$ cat src/verilog/cam_pkg.sv
/*
  shared types and register map for the camera vision path
  pixels are rgb444, two sensor bytes per pixel
  x counts up to 1023 columns, y up to 511 lines
  register offsets are byte addresses on an 8-bit apb paddr
*/
package cam_pkg;

  // one pixel colour, 4 bits per channel
  typedef struct packed {
    logic [3:0] red;
    logic [3:0] green;
    logic [3:0] blue;
  } rgb444_t;

  // pixel with position and end markers
  typedef struct packed {
    logic       valid;
    rgb444_t    colour;
    logic [9:0] x;
    logic [8:0] y;
    logic       line_last;
    logic       frame_last;
  } pix_t;

  // pixel plus colour-window match
  typedef struct packed {
    pix_t pix;
    logic hit;
  } mark_t;

  // orange window, same bit order as REG_WIN[15:0]
  typedef struct packed {
    logic [3:0] r_min;
    logic [3:0] g_min;
    logic [3:0] g_max;
    logic [3:0] b_max;
  } orange_win_t;

  typedef enum logic [1:0] {
    DIR_NONE,
    DIR_LEFT,
    DIR_CENTRE,
    DIR_RIGHT
  } dir_e;

  typedef enum logic [1:0] {
    CAP_WAIT_FRAME,
    CAP_BYTE_HI,
    CAP_BYTE_LO
  } cap_state_e;

  // REG_STATUS[10:0] holds this struct as is
  typedef struct packed {
    dir_e       dir;
    logic       detected;
    logic [7:0] frame_cnt;
  } cam_status_t;

  // register map
  localparam logic [7:0] REG_CTRL    = 8'h00;
  localparam logic [7:0] REG_WIN     = 8'h04;
  localparam logic [7:0] REG_MIN_CNT = 8'h08;
  localparam logic [7:0] REG_STATUS  = 8'h0C;
  localparam logic [7:0] REG_ZONES   = 8'h10;

  // reset values of the writable registers
  localparam orange_win_t WIN_RST     = '{r_min: 4'hC, g_min: 4'h4, g_max: 4'h9, b_max: 4'h3};
  localparam logic [7:0]  MIN_CNT_RST = 8'd4;

endpackage

$ cat src/verilog/ov7670_capture.sv
/*
  ov7670 rgb444 byte capture, pixel clock used as an enable on clk_50
  first byte low nibble is red, second byte is green then blue
  starts only after a falling cam_vsync while enabled
  a line with an odd byte count drops its last byte
*/
`timescale 1ns/100ps

module ov7670_capture #(
  parameter int unsigned FRAME_W = 640,
  parameter int unsigned FRAME_H = 480
) (
  input  logic              clk_50,
  input  logic              arst_n,
  input  logic              enable,
  input  logic              cam_vsync,
  input  logic              cam_href,
  input  logic              cam_pclk_en,
  input  logic [7:0]        cam_data,
  output cam_pkg::pix_t     pix_out
);

  cam_pkg::cap_state_e state;
  logic                vsync_q;
  logic                href_q;
  logic [3:0]          red_q;
  logic [9:0]          x_cnt;
  logic [8:0]          y_cnt;
  logic                pix_vld;
  cam_pkg::rgb444_t    colour_q;
  logic [9:0]          x_q;
  logic [8:0]          y_q;
  logic                line_last_q;
  logic                frame_last_q;
  logic                vsync_fall;
  logic                href_fall;
  logic                byte_en;
  logic                pix_done;

  assign vsync_fall = vsync_q & ~cam_vsync;
  assign href_fall  = href_q & ~cam_href;
  // one sensor byte this cycle
  assign byte_en    = cam_pclk_en & cam_href;
  // second byte of a pixel
  assign pix_done   = byte_en & (state == cam_pkg::CAP_BYTE_LO) & ~cam_vsync & enable;

  always_ff @(posedge clk_50 or negedge arst_n) begin
    if (!arst_n) begin
      state   <= cam_pkg::CAP_WAIT_FRAME;
      vsync_q <= 1'b1;
      href_q  <= 1'b0;
      x_cnt   <= '0;
      y_cnt   <= '0;
      pix_vld <= 1'b0;
    end else begin
      vsync_q <= cam_vsync;
      href_q  <= cam_href;
      pix_vld <= pix_done;
      // new frame restarts both counters
      if (vsync_fall) begin
        x_cnt <= '0;
        y_cnt <= '0;
      end else if (href_fall) begin
        x_cnt <= '0;
        y_cnt <= y_cnt + 9'd1;
      end else if (pix_done) begin
        x_cnt <= x_cnt + 10'd1;
      end
      if (!enable) begin
        state <= cam_pkg::CAP_WAIT_FRAME;
      end else begin
        case (state)
          cam_pkg::CAP_WAIT_FRAME: if (vsync_fall) state <= cam_pkg::CAP_BYTE_HI;
          cam_pkg::CAP_BYTE_HI: begin
            if (cam_vsync) state <= cam_pkg::CAP_WAIT_FRAME;
            else if (byte_en) state <= cam_pkg::CAP_BYTE_LO;
          end
          cam_pkg::CAP_BYTE_LO: begin
            if (cam_vsync) state <= cam_pkg::CAP_WAIT_FRAME;
            // realign on line end or second byte
            else if (href_fall || byte_en) state <= cam_pkg::CAP_BYTE_HI;
          end
          default: state <= cam_pkg::CAP_WAIT_FRAME;
        endcase
      end
    end
  end

  // pixel payload
  always_ff @(posedge clk_50) begin
    if (byte_en && state == cam_pkg::CAP_BYTE_HI) red_q <= cam_data[3:0];
    if (pix_done) begin
      colour_q     <= '{red: red_q, green: cam_data[7:4], blue: cam_data[3:0]};
      x_q          <= x_cnt;
      y_q          <= y_cnt;
      line_last_q  <= (x_cnt == 10'(FRAME_W - 1));
      frame_last_q <= (x_cnt == 10'(FRAME_W - 1)) && (y_cnt == 9'(FRAME_H - 1));
    end
  end

  assign pix_out = '{valid: pix_vld, colour: colour_q, x: x_q, y: y_q,
                     line_last: line_last_q, frame_last: frame_last_q};

  // two enabled bytes per pixel, so never back to back
  a_no_back_to_back: assert property (@(posedge clk_50) disable iff (!arst_n)
    pix_out.valid |=> !pix_out.valid)
    else $error("capture: pix_out valid in two consecutive cycles");

endmodule

$ cat src/verilog/target_finder.sv
/*
  per-pixel orange test against a programmable window
  red >= r_min, g_min <= green <= g_max, blue <= b_max
  window bounds are inclusive, one cycle of latency
  window changes take effect on the next pixel
*/
`timescale 1ns/100ps

module target_finder (
  input  logic                 clk_50,
  input  logic                 arst_n,
  input  cam_pkg::pix_t        pix_in,
  input  cam_pkg::orange_win_t win,
  output cam_pkg::mark_t       mark_out
);

  cam_pkg::pix_t pix_q;
  logic          vld_q;
  logic          hit_q;
  logic          red_ok;
  logic          green_ok;
  logic          blue_ok;
  logic          in_win;

  // channel checks
  assign red_ok   = pix_in.colour.red >= win.r_min;
  assign green_ok = (pix_in.colour.green >= win.g_min) && (pix_in.colour.green <= win.g_max);
  assign blue_ok  = pix_in.colour.blue <= win.b_max;
  // all three must hold
  assign in_win   = red_ok & green_ok & blue_ok;

  always_ff @(posedge clk_50 or negedge arst_n) begin
    if (!arst_n) begin
      vld_q <= 1'b0;
      hit_q <= 1'b0;
    end else begin
      vld_q <= pix_in.valid;
      // idle cycles never carry a hit
      hit_q <= pix_in.valid & in_win;
    end
  end

  // payload follows the input unconditionally
  always_ff @(posedge clk_50) begin
    pix_q <= pix_in;
  end

  always_comb begin
    mark_out           = '0;
    mark_out.pix       = pix_q;
    mark_out.pix.valid = vld_q;
    mark_out.hit       = hit_q;
  end

  // a hit needs a valid pixel here and one cycle earlier at the input
  a_hit_needs_valid: assert property (@(posedge clk_50) disable iff (!arst_n)
    mark_out.hit |-> mark_out.pix.valid && $past(pix_in.valid))
    else $error("target_finder: hit without a valid pixel");

endmodule

$ cat src/verilog/direction_classifier.sv
/*
  counts hit pixels in left, centre and right thirds of the frame
  decision and readback counts update one cycle after frame_last
  zone counts saturate at 255, frame count wraps at 256
  ties go to centre, then left, then right
*/
`timescale 1ns/100ps

module direction_classifier #(
  parameter int unsigned FRAME_W = 640
) (
  input  logic                 clk_50,
  input  logic                 arst_n,
  input  cam_pkg::mark_t       mark_in,
  input  logic [7:0]           min_count,
  output cam_pkg::cam_status_t status,
  output logic [7:0]           cnt_left,
  output logic [7:0]           cnt_centre,
  output logic [7:0]           cnt_right
);

  // zone edges in pixels
  localparam logic [9:0] LEFT_END    = 10'(FRAME_W / 3);
  localparam logic [9:0] RIGHT_START = 10'((2 * FRAME_W) / 3);

  logic [7:0]    acc_left;
  logic [7:0]    acc_centre;
  logic [7:0]    acc_right;
  logic [7:0]    nxt_left;
  logic [7:0]    nxt_centre;
  logic [7:0]    nxt_right;
  logic [9:0]    total;
  logic          hit_pix;
  logic          in_left;
  logic          in_right;
  logic          frame_end;
  cam_pkg::dir_e dir_nxt;
  logic          det_nxt;

  function automatic logic [7:0] sat_inc(input logic [7:0] v, input logic en);
    sat_inc = (en && v != 8'hFF) ? v + 8'd1 : v;
  endfunction

  assign hit_pix   = mark_in.pix.valid & mark_in.hit;
  assign in_left   = mark_in.pix.x < LEFT_END;
  assign in_right  = mark_in.pix.x >= RIGHT_START;
  assign frame_end = mark_in.pix.valid & mark_in.pix.frame_last;

  // counts including the current pixel
  assign nxt_left   = sat_inc(acc_left, hit_pix & in_left);
  assign nxt_centre = sat_inc(acc_centre, hit_pix & ~in_left & ~in_right);
  assign nxt_right  = sat_inc(acc_right, hit_pix & in_right);
  assign total      = 10'(nxt_left) + 10'(nxt_centre) + 10'(nxt_right);

  always_comb begin
    det_nxt = 1'b1;
    if (total < 10'(min_count)) begin
      dir_nxt = cam_pkg::DIR_NONE;
      det_nxt = 1'b0;
    end else if (nxt_centre >= nxt_left && nxt_centre >= nxt_right) begin
      dir_nxt = cam_pkg::DIR_CENTRE;
    end else if (nxt_left >= nxt_right) begin
      dir_nxt = cam_pkg::DIR_LEFT;
    end else begin
      dir_nxt = cam_pkg::DIR_RIGHT;
    end
  end

  always_ff @(posedge clk_50 or negedge arst_n) begin
    if (!arst_n) begin
      acc_left   <= '0;
      acc_centre <= '0;
      acc_right  <= '0;
      cnt_left   <= '0;
      cnt_centre <= '0;
      cnt_right  <= '0;
      status     <= '{dir: cam_pkg::DIR_NONE, detected: 1'b0, frame_cnt: 8'd0};
    end else if (frame_end) begin
      // latch result, start next frame from zero
      acc_left         <= '0;
      acc_centre       <= '0;
      acc_right        <= '0;
      cnt_left         <= nxt_left;
      cnt_centre       <= nxt_centre;
      cnt_right        <= nxt_right;
      status.dir       <= dir_nxt;
      status.detected  <= det_nxt;
      status.frame_cnt <= status.frame_cnt + 8'd1;
    end else begin
      acc_left   <= nxt_left;
      acc_centre <= nxt_centre;
      acc_right  <= nxt_right;
    end
  end

endmodule

$ cat src/verilog/cam_apb_regs.sv
/*
  apb slave for the vision path, pready tied high
  CTRL[0] enable, WIN[15:0] r_min g_min g_max b_max, MIN_CNT[7:0]
  STATUS [10:9] direction, [8] detected, [7:0] frame count
  ZONES [7:0] left, [15:8] centre, [23:16] right
  pslverr on unmapped address or write to STATUS or ZONES
*/
`timescale 1ns/100ps

module cam_apb_regs (
  input  logic                 clk_50,
  input  logic                 arst_n,
  input  logic [7:0]           paddr,
  input  logic                 psel,
  input  logic                 penable,
  input  logic                 pwrite,
  input  logic [31:0]          pwdata,
  input  cam_pkg::cam_status_t status,
  input  logic [7:0]           cnt_left,
  input  logic [7:0]           cnt_centre,
  input  logic [7:0]           cnt_right,
  output logic [31:0]          prdata,
  output logic                 pready,
  output logic                 pslverr,
  output logic                 enable,
  output cam_pkg::orange_win_t win,
  output logic [7:0]           min_count
);

  logic access_ph;
  logic addr_ok;
  logic addr_ro;
  logic wr_en;

  assign access_ph = psel & penable;

  // address decode and read mux
  always_comb begin
    prdata  = '0;
    addr_ok = 1'b1;
    addr_ro = 1'b0;
    case (paddr)
      cam_pkg::REG_CTRL:    prdata = {31'd0, enable};
      cam_pkg::REG_WIN:     prdata = {16'd0, win};
      cam_pkg::REG_MIN_CNT: prdata = {24'd0, min_count};
      cam_pkg::REG_STATUS: begin
        prdata  = {21'd0, status};
        addr_ro = 1'b1;
      end
      cam_pkg::REG_ZONES: begin
        prdata  = {8'd0, cnt_right, cnt_centre, cnt_left};
        addr_ro = 1'b1;
      end
      default: addr_ok = 1'b0;
    endcase
  end

  assign wr_en   = access_ph & pwrite & addr_ok & ~addr_ro;
  assign pready  = 1'b1;
  // error only in the access phase
  assign pslverr = access_ph & (~addr_ok | (pwrite & addr_ro));

  always_ff @(posedge clk_50 or negedge arst_n) begin
    if (!arst_n) begin
      enable    <= 1'b0;
      win       <= cam_pkg::WIN_RST;
      min_count <= cam_pkg::MIN_CNT_RST;
    end else if (wr_en) begin
      case (paddr)
        cam_pkg::REG_CTRL:    enable    <= pwdata[0];
        cam_pkg::REG_WIN:     win       <= cam_pkg::orange_win_t'(pwdata[15:0]);
        cam_pkg::REG_MIN_CNT: min_count <= pwdata[7:0];
        default: ;
      endcase
    end
  end

  // access phase must follow a setup cycle
  a_apb_setup: assert property (@(posedge clk_50) disable iff (!arst_n)
    psel && penable |-> $past(psel && !penable))
    else $error("cam_apb_regs: penable without a setup cycle");

endmodule

$ cat src/verilog/cam_vision_top.sv
/*
  camera vision path: capture, orange finder, direction classifier
  single clock, cam_pclk_en marks each sensor byte on clk_50
  mark_out lags the second byte of a pixel by two cycles
  no back-pressure, the sensor stream cannot stall
*/
`timescale 1ns/100ps

module cam_vision_top #(
  parameter int unsigned FRAME_W = 640,
  parameter int unsigned FRAME_H = 480
) (
  input  logic           clk_50,
  input  logic           arst_n,
  // sensor
  input  logic           cam_vsync,
  input  logic           cam_href,
  input  logic           cam_pclk_en,
  input  logic [7:0]     cam_data,
  // apb
  input  logic [7:0]     paddr,
  input  logic           psel,
  input  logic           penable,
  input  logic           pwrite,
  input  logic [31:0]    pwdata,
  output logic [31:0]    prdata,
  output logic           pready,
  output logic           pslverr,
  // marked pixel stream
  output cam_pkg::mark_t mark_out
);

  logic                 enable;
  logic [7:0]           min_count;
  logic [7:0]           cnt_left;
  logic [7:0]           cnt_centre;
  logic [7:0]           cnt_right;
  cam_pkg::orange_win_t win;
  cam_pkg::cam_status_t status;
  cam_pkg::pix_t        pix;

  ov7670_capture #(
    .FRAME_W(FRAME_W),
    .FRAME_H(FRAME_H)
  ) u_ov7670_capture (
    .clk_50(clk_50), .arst_n(arst_n), .enable(enable),
    .cam_vsync(cam_vsync), .cam_href(cam_href), .cam_pclk_en(cam_pclk_en),
    .cam_data(cam_data), .pix_out(pix)
  );

  target_finder u_target_finder (
    .clk_50(clk_50), .arst_n(arst_n), .pix_in(pix), .win(win), .mark_out(mark_out)
  );

  direction_classifier #(
    .FRAME_W(FRAME_W)
  ) u_direction_classifier (
    .clk_50(clk_50), .arst_n(arst_n), .mark_in(mark_out), .min_count(min_count),
    .status(status), .cnt_left(cnt_left), .cnt_centre(cnt_centre), .cnt_right(cnt_right)
  );

  cam_apb_regs u_cam_apb_regs (
    .clk_50(clk_50), .arst_n(arst_n), .paddr(paddr), .psel(psel), .penable(penable),
    .pwrite(pwrite), .pwdata(pwdata), .status(status), .cnt_left(cnt_left),
    .cnt_centre(cnt_centre), .cnt_right(cnt_right), .prdata(prdata), .pready(pready),
    .pslverr(pslverr), .enable(enable), .win(win), .min_count(min_count)
  );

endmodule

$ cat config.mk
export PLATFORM = sky130hd
export DESIGN_NAME = cam_vision_top
export DESIGN_NICKNAME = d
export VERILOG_FILES = /design/src/verilog/cam_pkg.sv /design/src/verilog/ov7670_capture.sv /design/src/verilog/target_finder.sv /design/src/verilog/direction_classifier.sv /design/src/verilog/cam_apb_regs.sv /design/src/verilog/cam_vision_top.sv
export SDC_FILE = /design/constraint.sdc
export NUM_CORES = 1
export LEC_CHECK = 0
export ABC_AREA = 1
export ABC_CLOCK_PERIOD_IN_PS = 4500
export BUFFER_PORTS_ARGS = -buffer_cell sky130_fd_sc_hd__buf_2
export CORE_MARGIN = 3
export CORE_UTILIZATION = 59
export CTS_CLUSTER_DIAMETER = 100
export DETAILED_ROUTE_END_ITERATION = 6
export PLACE_DENSITY_LB_ADDON = 0.05
export SKIP_LAST_GASP = 1
export SYNTH_ARGS = -nofsm -noshare
export SYNTH_HDL_FRONTEND = slang
export SYNTH_HIERARCHICAL = 1
export SYNTH_SLANG_ARGS = --single-unit
$ cat constraint.sdc
create_clock -name clk_50 -period 4.5 [get_ports clk_50]
set_input_delay 1.125 -clock clk_50 [delete_from_list [all_inputs] [get_ports clk_50]]
set_output_delay 1.125 -clock clk_50 [all_outputs]
set_load 0.1 [all_outputs]
==> impl_metrics.csv, run 1 <==
group,metric,value,unit
pwr,peakVddDrop,0.237,mV
synth,synth_top_family_by_area,"simple AND/OR/NAND/NOR gates",
synth,synth_compound_area_share,5.41,%
setup_path,worstPathArrival,4.55,ns
sta,period_share,94.1,%
layout,fin_util,70.0,%
sta,max_freq,236,MHz
setup_path,reg2regPathDepth,25,
setup_path,setup.worst_path.start,"u_direction_classifier/acc_left[1]",
setup_path,cpMaxStageDelayCell,"fa_1",
sta,setup_viol,0,
layout,syn2layout_area_growth,14.5,%
outcome,outcome,"completed",
drt,drtPass1Iterations,5,
drt,drt_iter0_markers,552,
setup_path,max_stage_delay,0.55,ns
synth,synth.area.mux_share,0,%
drt,vias,7669,
placement,port_buffers,99,
clocking,cts_sinks,180,
drt,vias_per_cell,5.20,
global_routing,overflow,0,
job,drv_cap,0,
placement,place.gp.congestion,0.870,
clocking,clk_latency,0.43,ns
drt,route.detailed.drc,0,
setup_path,reg2reg_from,"u_direction_classifier/acc_left[1]",
setup_path,path_class,"reg -> reg",
setup_path,crit_fanout,6,
global_routing,grt_pass1_wl,35100,µm
synth,synthCells,1134,
die,fp.dieArea,0.0183,mm²
synth,synth_cell_types,48,
synth,synth_xor_area_share,2.59,%
die,die_x,135,µm
placement,dp_hpwl,15600,µm
pwr,power.leakage,5.77,nW
die,fp.dieH,135,µm
setup_path,cp.buffers_inverters,6,
global_routing,grt_pass1_vias,7324,
setup_path,r2r_slack,0.27,ns
global_routing,grt_max_degree,72,
worst_hold_path,min_path_type,"reg -> reg",
setup_path,end_kind,"register",
sta,hold_viol,0,
setup_path,worst_setup_path_start_kind,"register",
pwr,p_per_area,292,mW/mm²
layout,final_nets,1377,
synth,yosys_warnings,6,
placement,post-place-ws,0.170,ns
layout,mostFrequentLayoutCells,"300 x nand2_1, 146 x inv_1, 100 x dfrtp_1",
die,coreArea,0.0161,mm²
setup_path,crit_top_cell,"inv_1",
clocking,h-tree-depth,4,
synth,synth_fa_ha_area_share,10.1,%
setup_path,crit_required,4.81,ns
setup_path,path_depth,25,
layout,diodes,0,
setup_path,crit_end,"u_direction_classifier/status[10]",
synth,ys_seq_elements,180,
pwr,finalPower,3.29,mW
clocking,hold_buffers,0,
die,initial_utilization,61.2,%
layout,layout_commonest_cell,"nand2_1",
layout,fill_cells,1309,
clocking,tritoncts,"done",
sta,setup_slack,0.266,ns
synth,synth_simple_gate_area_share,26.9,%
synth,synth_seq_area_share,46.0,%
sta,period_needed,4.23,ns
synth,post_synth.cell_area_avg,8.69,µm²
clocking,clockRootBuffer,"clkbuf_16",
die,num_rows,46,
sta,slew_headroom,51.4,%
synth,syn_area,0.00986,mm²
sta,skew,0.00745,ns
clocking,clk_pin_slew,0.07,ns
drt,wl,21300,µm
drt,wire_per_inst,14.4,µm
clocking,numCtsBuffers,17,
global_routing,grt_usage,24.0,%
setup_path,critPathTopFamily,"adder cells",
die,io_pins,125,
drt,ant_nets,0,
layout,drive_gt1_share,21.0,%
global_routing,antenna_found_initial,0,
sta,tightest_slew,0.727,ns
setup_path,reg2reg_to,"u_direction_classifier/status[10]",
clocking,clockBufferDepth,2,
sta,drv_slew,0,
-- routing by layer --
| metal | wire, µm | GRT usage, % | vias up |
|---|---|---|---|
| met5 | 0 | 0 | - |
| met1 | 9710 | 32.9 | 3624 |
| met3 | 879 | 4.64 | 28 |
| li1 | - | - | 3850 |
| met2 | 10300 | 39.2 | 167 |
| met4 | 346 | 6.77 | 0 |
-- sequential cells by signal (all words and copies together) (netlist names), 2 cells and up --
signal	flops
u_target_finder/mark_out	33
u_cam_apb_regs/win	16
u_ov7670_capture/pix_out	12
u_direction_classifier/status	11
u_ov7670_capture/x_cnt	10
u_ov7670_capture/x_q	10
u_ov7670_capture/y_cnt	9
u_ov7670_capture/y_q	9
u_cam_apb_regs/min_count	8
u_direction_classifier/acc_centre	8
u_direction_classifier/acc_left	8
u_direction_classifier/acc_right	8
u_direction_classifier/cnt_centre	8
u_direction_classifier/cnt_left	8
u_direction_classifier/cnt_right	8
u_ov7670_capture/red_q	4
u_ov7670_capture/state	2
-- synthesized netlist by cell type, drive strengths merged --
library cell / n / area share [%]
xor2: 20 / 2.0
o211ai: 1 / 0.076
clkinv: 1 / 0.051
and3: 1 / 0.064
nand2: 329 / 13
conb: 2 / 0.076
nor3b: 1 / 0.076
nor3: 11 / 0.56
nor2: 108 / 5.3
a31oi: 2 / 0.13
nand3: 56 / 3.7
clkbuf: 8 / 0.30
inv: 159 / 6.1
xnor2: 7 / 0.62
dfstp: 9 / 2.4
buf: 30 / 2.4
o21bai: 5 / 0.38
a21boi: 1 / 0.076
nand4: 55 / 3.5
dfrtp: 101 / 26
edfxtp: 37 / 11
fa: 8 / 1.6
a21oi: 31 / 1.7
ha: 67 / 8.5
o21ai: 38 / 2.3
o21a: 2 / 0.15
dfxtp: 33 / 6.7
a21o: 2 / 0.15
or2: 3 / 0.22
and3b: 1 / 0.089
a22o: 5 / 0.44
-- where the power goes --
part / switching (mW) / leakage [nW] / internal (mW)
Combinational: 0.0987 / 3.34 / 0.0296
Clock: 0.690 / 0.298 / 0.800
Sequential: 0.00836 / 2.14 / 1.66
-- metrics by stage --
stage / area, µm² / hold slack (ns) / TNS [ns] / instances
after floorplan: 9880 / 0.323 / 0 / 1141
after global placement: 10500 / 0.324 / 0 / 1435
after detailed placement: 10500 / 0.327 / 0 / 1435
after CTS: 11100 / 0.344 / 0 / 1467
after global routing: 11300 / 0.353 / -0.0342 / 1475
final: 11300 / 0.343 / 0 / 1475
-- what timing repair did --
action / in CTS / in global routing
gates resized for setup: 0 / 30
setup endpoints to repair: 0 / 3
setup buffers: 0 / 8
-- cell type report --
cell class	count	area (µm²)	area share, %
sequential	180	4540	40.2
inverter	160	607	5.38
clock inverter	15	180	1.60
timing repair buffer	124	706	6.25
multi-input combinational	763	4560	40.4
tap	216	270	2.39
clock buffer	17	425	3.77
-- cells by family after synthesis --
logic type,count (synthesis)
and+or+nand+nor,565
AOI/OAI and AO/OA,87
xor gates and xnor gates,27
DFF,180
adders and majority gates,75
other,2
buffers and inverters,198
-- how the worst min path moves through the flow --
stage / start / end / slack, ns / cells past startpoint
2_1_floorplan: u_ov7670_capture/y_q[7] / u_target_finder/mark_out[10] / 0.32 / 0
3_3_place_gp: u_ov7670_capture/x_q[5] / u_target_finder/mark_out[17] / 0.32 / 0
3_5_place_dp: u_ov7670_capture/frame_last_q / u_target_finder/mark_out[1] / 0.33 / 0
4_1_cts: u_ov7670_capture/frame_last_q / u_target_finder/mark_out[1] / 0.34 / 0
5_1_grt: u_ov7670_capture/x_q[0] / u_target_finder/mark_out[12] / 0.35 / 0
6_report: u_ov7670_capture/x_q[4] / u_target_finder/mark_out[16] / 0.34 / 0
Note: power is estimated with default switching activity, not from simulation.
==> run 2, diff against run 1 <==
--- a/config.mk
+++ b/config.mk
@@ -9,7 +9,8 @@
 export ABC_CLOCK_PERIOD_IN_PS = 4500
 export BUFFER_PORTS_ARGS = -buffer_cell sky130_fd_sc_hd__buf_2
 export CORE_MARGIN = 3
-export CORE_UTILIZATION = 59
+export CORE_UTILIZATION = 60
+export CTS_BUF_LIST = sky130_fd_sc_hd__clkbuf_8
 export CTS_CLUSTER_DIAMETER = 100
 export DETAILED_ROUTE_END_ITERATION = 6
 export PLACE_DENSITY_LB_ADDON = 0.05
==> run 2 against run 1 <==
Net effect:
- die area decreased by 1.6%
- highest routed layer unchanged
- wire length rose by 1.7%
- flip-flop and latch count unchanged
- worst hold slack got worse by 0.0012 ns
- maximum frequency rose by 1.5%
- final area decreased by 1.9%
- largest power group unchanged
- register-to-register slack improved by 0.06 ns
- utilization down 0.85 points
- via count is 1.3% lower
- worst setup slack gained 0.062 ns
- clock skew grew 0.0093 ns
==> impl_metrics.csv, run 2 (synthesis results as in run 1) <==
group,metric,value,unit
outcome,outcome,"completed",
die,fp.dieArea,0.0180,mm²
sta,finalSetupTns,0,ns
setup_path,reg2regPathDepth,24,
sta,period_needed,4.17,ns
clocking,clockRootBuffer,"clkbuf_8",
setup_path,critPathTopFamily,"simple AND/OR/NAND/NOR gates",
drt,wl,21600,µm
layout,drive_gt1_share,20.0,%
global_routing,grt_usage,24.6,%
sta,tightest_slew,0.665,ns
drt,vias,7573,
sta,drv_slew,0,
die,num_rows,46,
drt,route.detailed.drc,0,
clocking,clk_pin_slew,0.11,ns
pwr,peakVddDrop,0.259,mV
setup_path,crit_required,4.87,ns
setup_path,reg2reg_from,"u_direction_classifier/acc_centre[0]",
drt,vias_per_cell,5.14,
drt,met2_length,10500,µm
die,io_pins,125,
setup_path,cpMaxStageDelayCell,"fa_1",
clocking,clockBufferDepth,2,
clocking,tritoncts,"done",
die,initial_utilization,61.6,%
layout,syn2layout_area_growth,12.3,%
global_routing,antenna_found_initial,0,
pwr,p_per_area,269,mW/mm²
setup_path,max_stage_delay,0.46,ns
clocking,hold_buffers,0,
drt,drt_iter0_markers,473,
sta,max_freq,240,MHz
die,fp.dieH,134,µm
sta,rsz0062_at_grt,"no",
setup_path,setup.worst_path.start,"u_direction_classifier/acc_centre[0]",
placement,dp_hpwl,15800,µm
setup_path,end_kind,"register",
layout,fill_cells,1330,
setup_path,worst_setup_path_start_kind,"register",
setup_path,crit_chain,"ha_1 -> nand2_1 -> inv_1 -> nand3_2 -> nor2_2 -> nor2_4 -> nand3_4 -> nand2_1 -> nand2_1 -> inv_1 -> fa_1 -> ha_2 -> a21o_1 -> a31oi_1 -> xnor2_1 -> ha_1 -> nand2_1 -> inv_1 -> a21oi_1 -> nand2_1 -> a21oi_1 -> nand4_1 -> nand3_1 -> nand2_1",
setup_path,path_class,"reg -> reg",
drt,drtPass1Iterations,5,
setup_path,crit_fanout,8,
setup_path,reg2reg_to,"u_direction_classifier/status[10]",
pwr,finalPower,2.98,mW
setup_path,cp.buffers_inverters,3,
drt,wl_met1,9590,µm
drt,ant_nets,0,
global_routing,overflow,0,
placement,place.gp.congestion,0.938,
sta,hold_viol,0,
sta,setup_viol,0,
drt,routed-wl-met3,1070,µm
clocking,numCtsBuffers,17,
setup_path,path_depth,24,
drt,highest_layer,"met4",
global_routing,grt_pass1_vias,7289,
layout,layout_commonest_cell,"nand2_1",
sta,skew,0.0167,ns
setup_path,r2r_slack,0.33,ns
pwr,power.leakage,5.70,nW
clocking,cts_sinks,180,
drt,wire_per_inst,14.7,µm
setup_path,crit_end,"u_direction_classifier/status[10]",
placement,port_buffers,99,
setup_path,worstPathArrival,4.55,ns
layout,mostFrequentLayoutCells,"305 x nand2_1, 148 x inv_1, 101 x dfrtp_1",
worst_hold_path,min_path_type,"reg -> reg",
job,drv_cap,0,
layout,stdcell_area,0.0111,mm²
layout,diodes,0,
sta,slew_headroom,55.6,%
setup_path,crit_top_cell,"nand2_1",
die,die_x,134,µm
global_routing,grt_pass1_wl,35300,µm
layout,largest_reg_flops,33,
placement,place_area,0.0105,mm²
die,coreArea,0.0160,mm²
clocking,h-tree-depth,4,
layout,fin_util,69.2,%
global_routing,grt_max_degree,111,
clocking,clk_latency,0.48,ns
sta,period_share,92.7,%
layout,final_nets,1376,
==> run 2: changes by cell type in the layout (fill, tap and decap cells not counted), sizes merged <==
cell | previous run | this run
inv | 168 | 165
clkinv | 6 | 8
buf | 124 | 123
clkinvlp | 0 | 1
==> run 2: power by group <==
| group | internal, mW | total, mW | switching (mW) | leakage, nW |
|---|---|---|---|---|
| combinational | 0.0294 | 0.128 | 0.0988 | 3.35 |
| clock | 0.483 | 1.18 | 0.697 | 0.213 |
| sequential | 1.66 | 1.67 | 0.00765 | 2.14 |
| total | 2.18 | 2.98 | 0.803 | 5.70 |
==> run 2: area by class of cell <==
type / instances / area [µm²] / area share (%)
Clock inverter: 15 / 206 / 1.86
Clock buffer: 17 / 234 / 2.11
Tap cell: 216 / 270 / 2.44
Multi-Input combinational cell: 763 / 4520 / 40.9
Sequential cell: 180 / 4540 / 41.0
Timing Repair Buffer: 123 / 694 / 6.27
Inverter: 160 / 607 / 5.48
==> run 2: layer usage <==
metal,vias up,global-route usage [%]
met5,-,0
met1,3538,32.9
met4,0,7.92
met2,169,40.6
met3,32,5.14
li1,3834,-
==> run 2: timing repair <==
item | CTS | global route
gates resized for setup | 0 | 16
setup buffers | 0 | 6
setup endpoints to repair | 0 | 3
endpoints found under the hold margin | 0 | 0
==> run 2: worst register-to-register path, stage by stage, from the launching register on <==
cell     delay, ns
dfrtp_1       0.41
ha_1          0.22
nand2_1       0.09
inv_1         0.06
nand3_2       0.08
nor2_2        0.05
nor2_4        0.22
nand3_4       0.16
nand2_1       0.12
nand2_1       0.07
inv_1         0.18
fa_1          0.46
ha_2          0.34
a21o_1        0.18
a31oi_1       0.17
xnor2_1       0.14
ha_1          0.26
nand2_1       0.09
inv_1         0.04
a21oi_1       0.14
nand2_1       0.07
a21oi_1       0.14
nand4_1       0.21
nand3_1       0.12
nand2_1       0.06
==> run 2: worst min path at each step <==
| stage | slack (ns) | end | startpoint | cells past startpoint |
|---|---|---|---|---|
| after floorplan | 0.32 | u_target_finder/mark_out[10] | u_ov7670_capture/y_q[7] | 0 |
| after global placement | 0.33 | u_target_finder/mark_out[16] | u_ov7670_capture/x_q[4] | 0 |
| after detailed placement | 0.33 | u_target_finder/mark_out[12] | u_ov7670_capture/x_q[0] | 0 |
| after CTS | 0.34 | u_target_finder/mark_out[21] | u_ov7670_capture/x_q[9] | 0 |
| after global routing | 0.36 | u_target_finder/mark_out[12] | u_ov7670_capture/x_q[0] | 0 |
| final | 0.34 | u_target_finder/mark_out[21] | u_ov7670_capture/x_q[9] | 0 |
==> run 2: per-stage QoR <==
step                hold slack, ns  instances  worst slack [ns]
floorplan                    0.323       1141            0.0293
global placement             0.326       1436             0.222
detailed placement           0.327       1436             0.154
CTS                          0.341       1468             0.154
global route                 0.363       1474           0.00889
finish                       0.341       1474             0.328
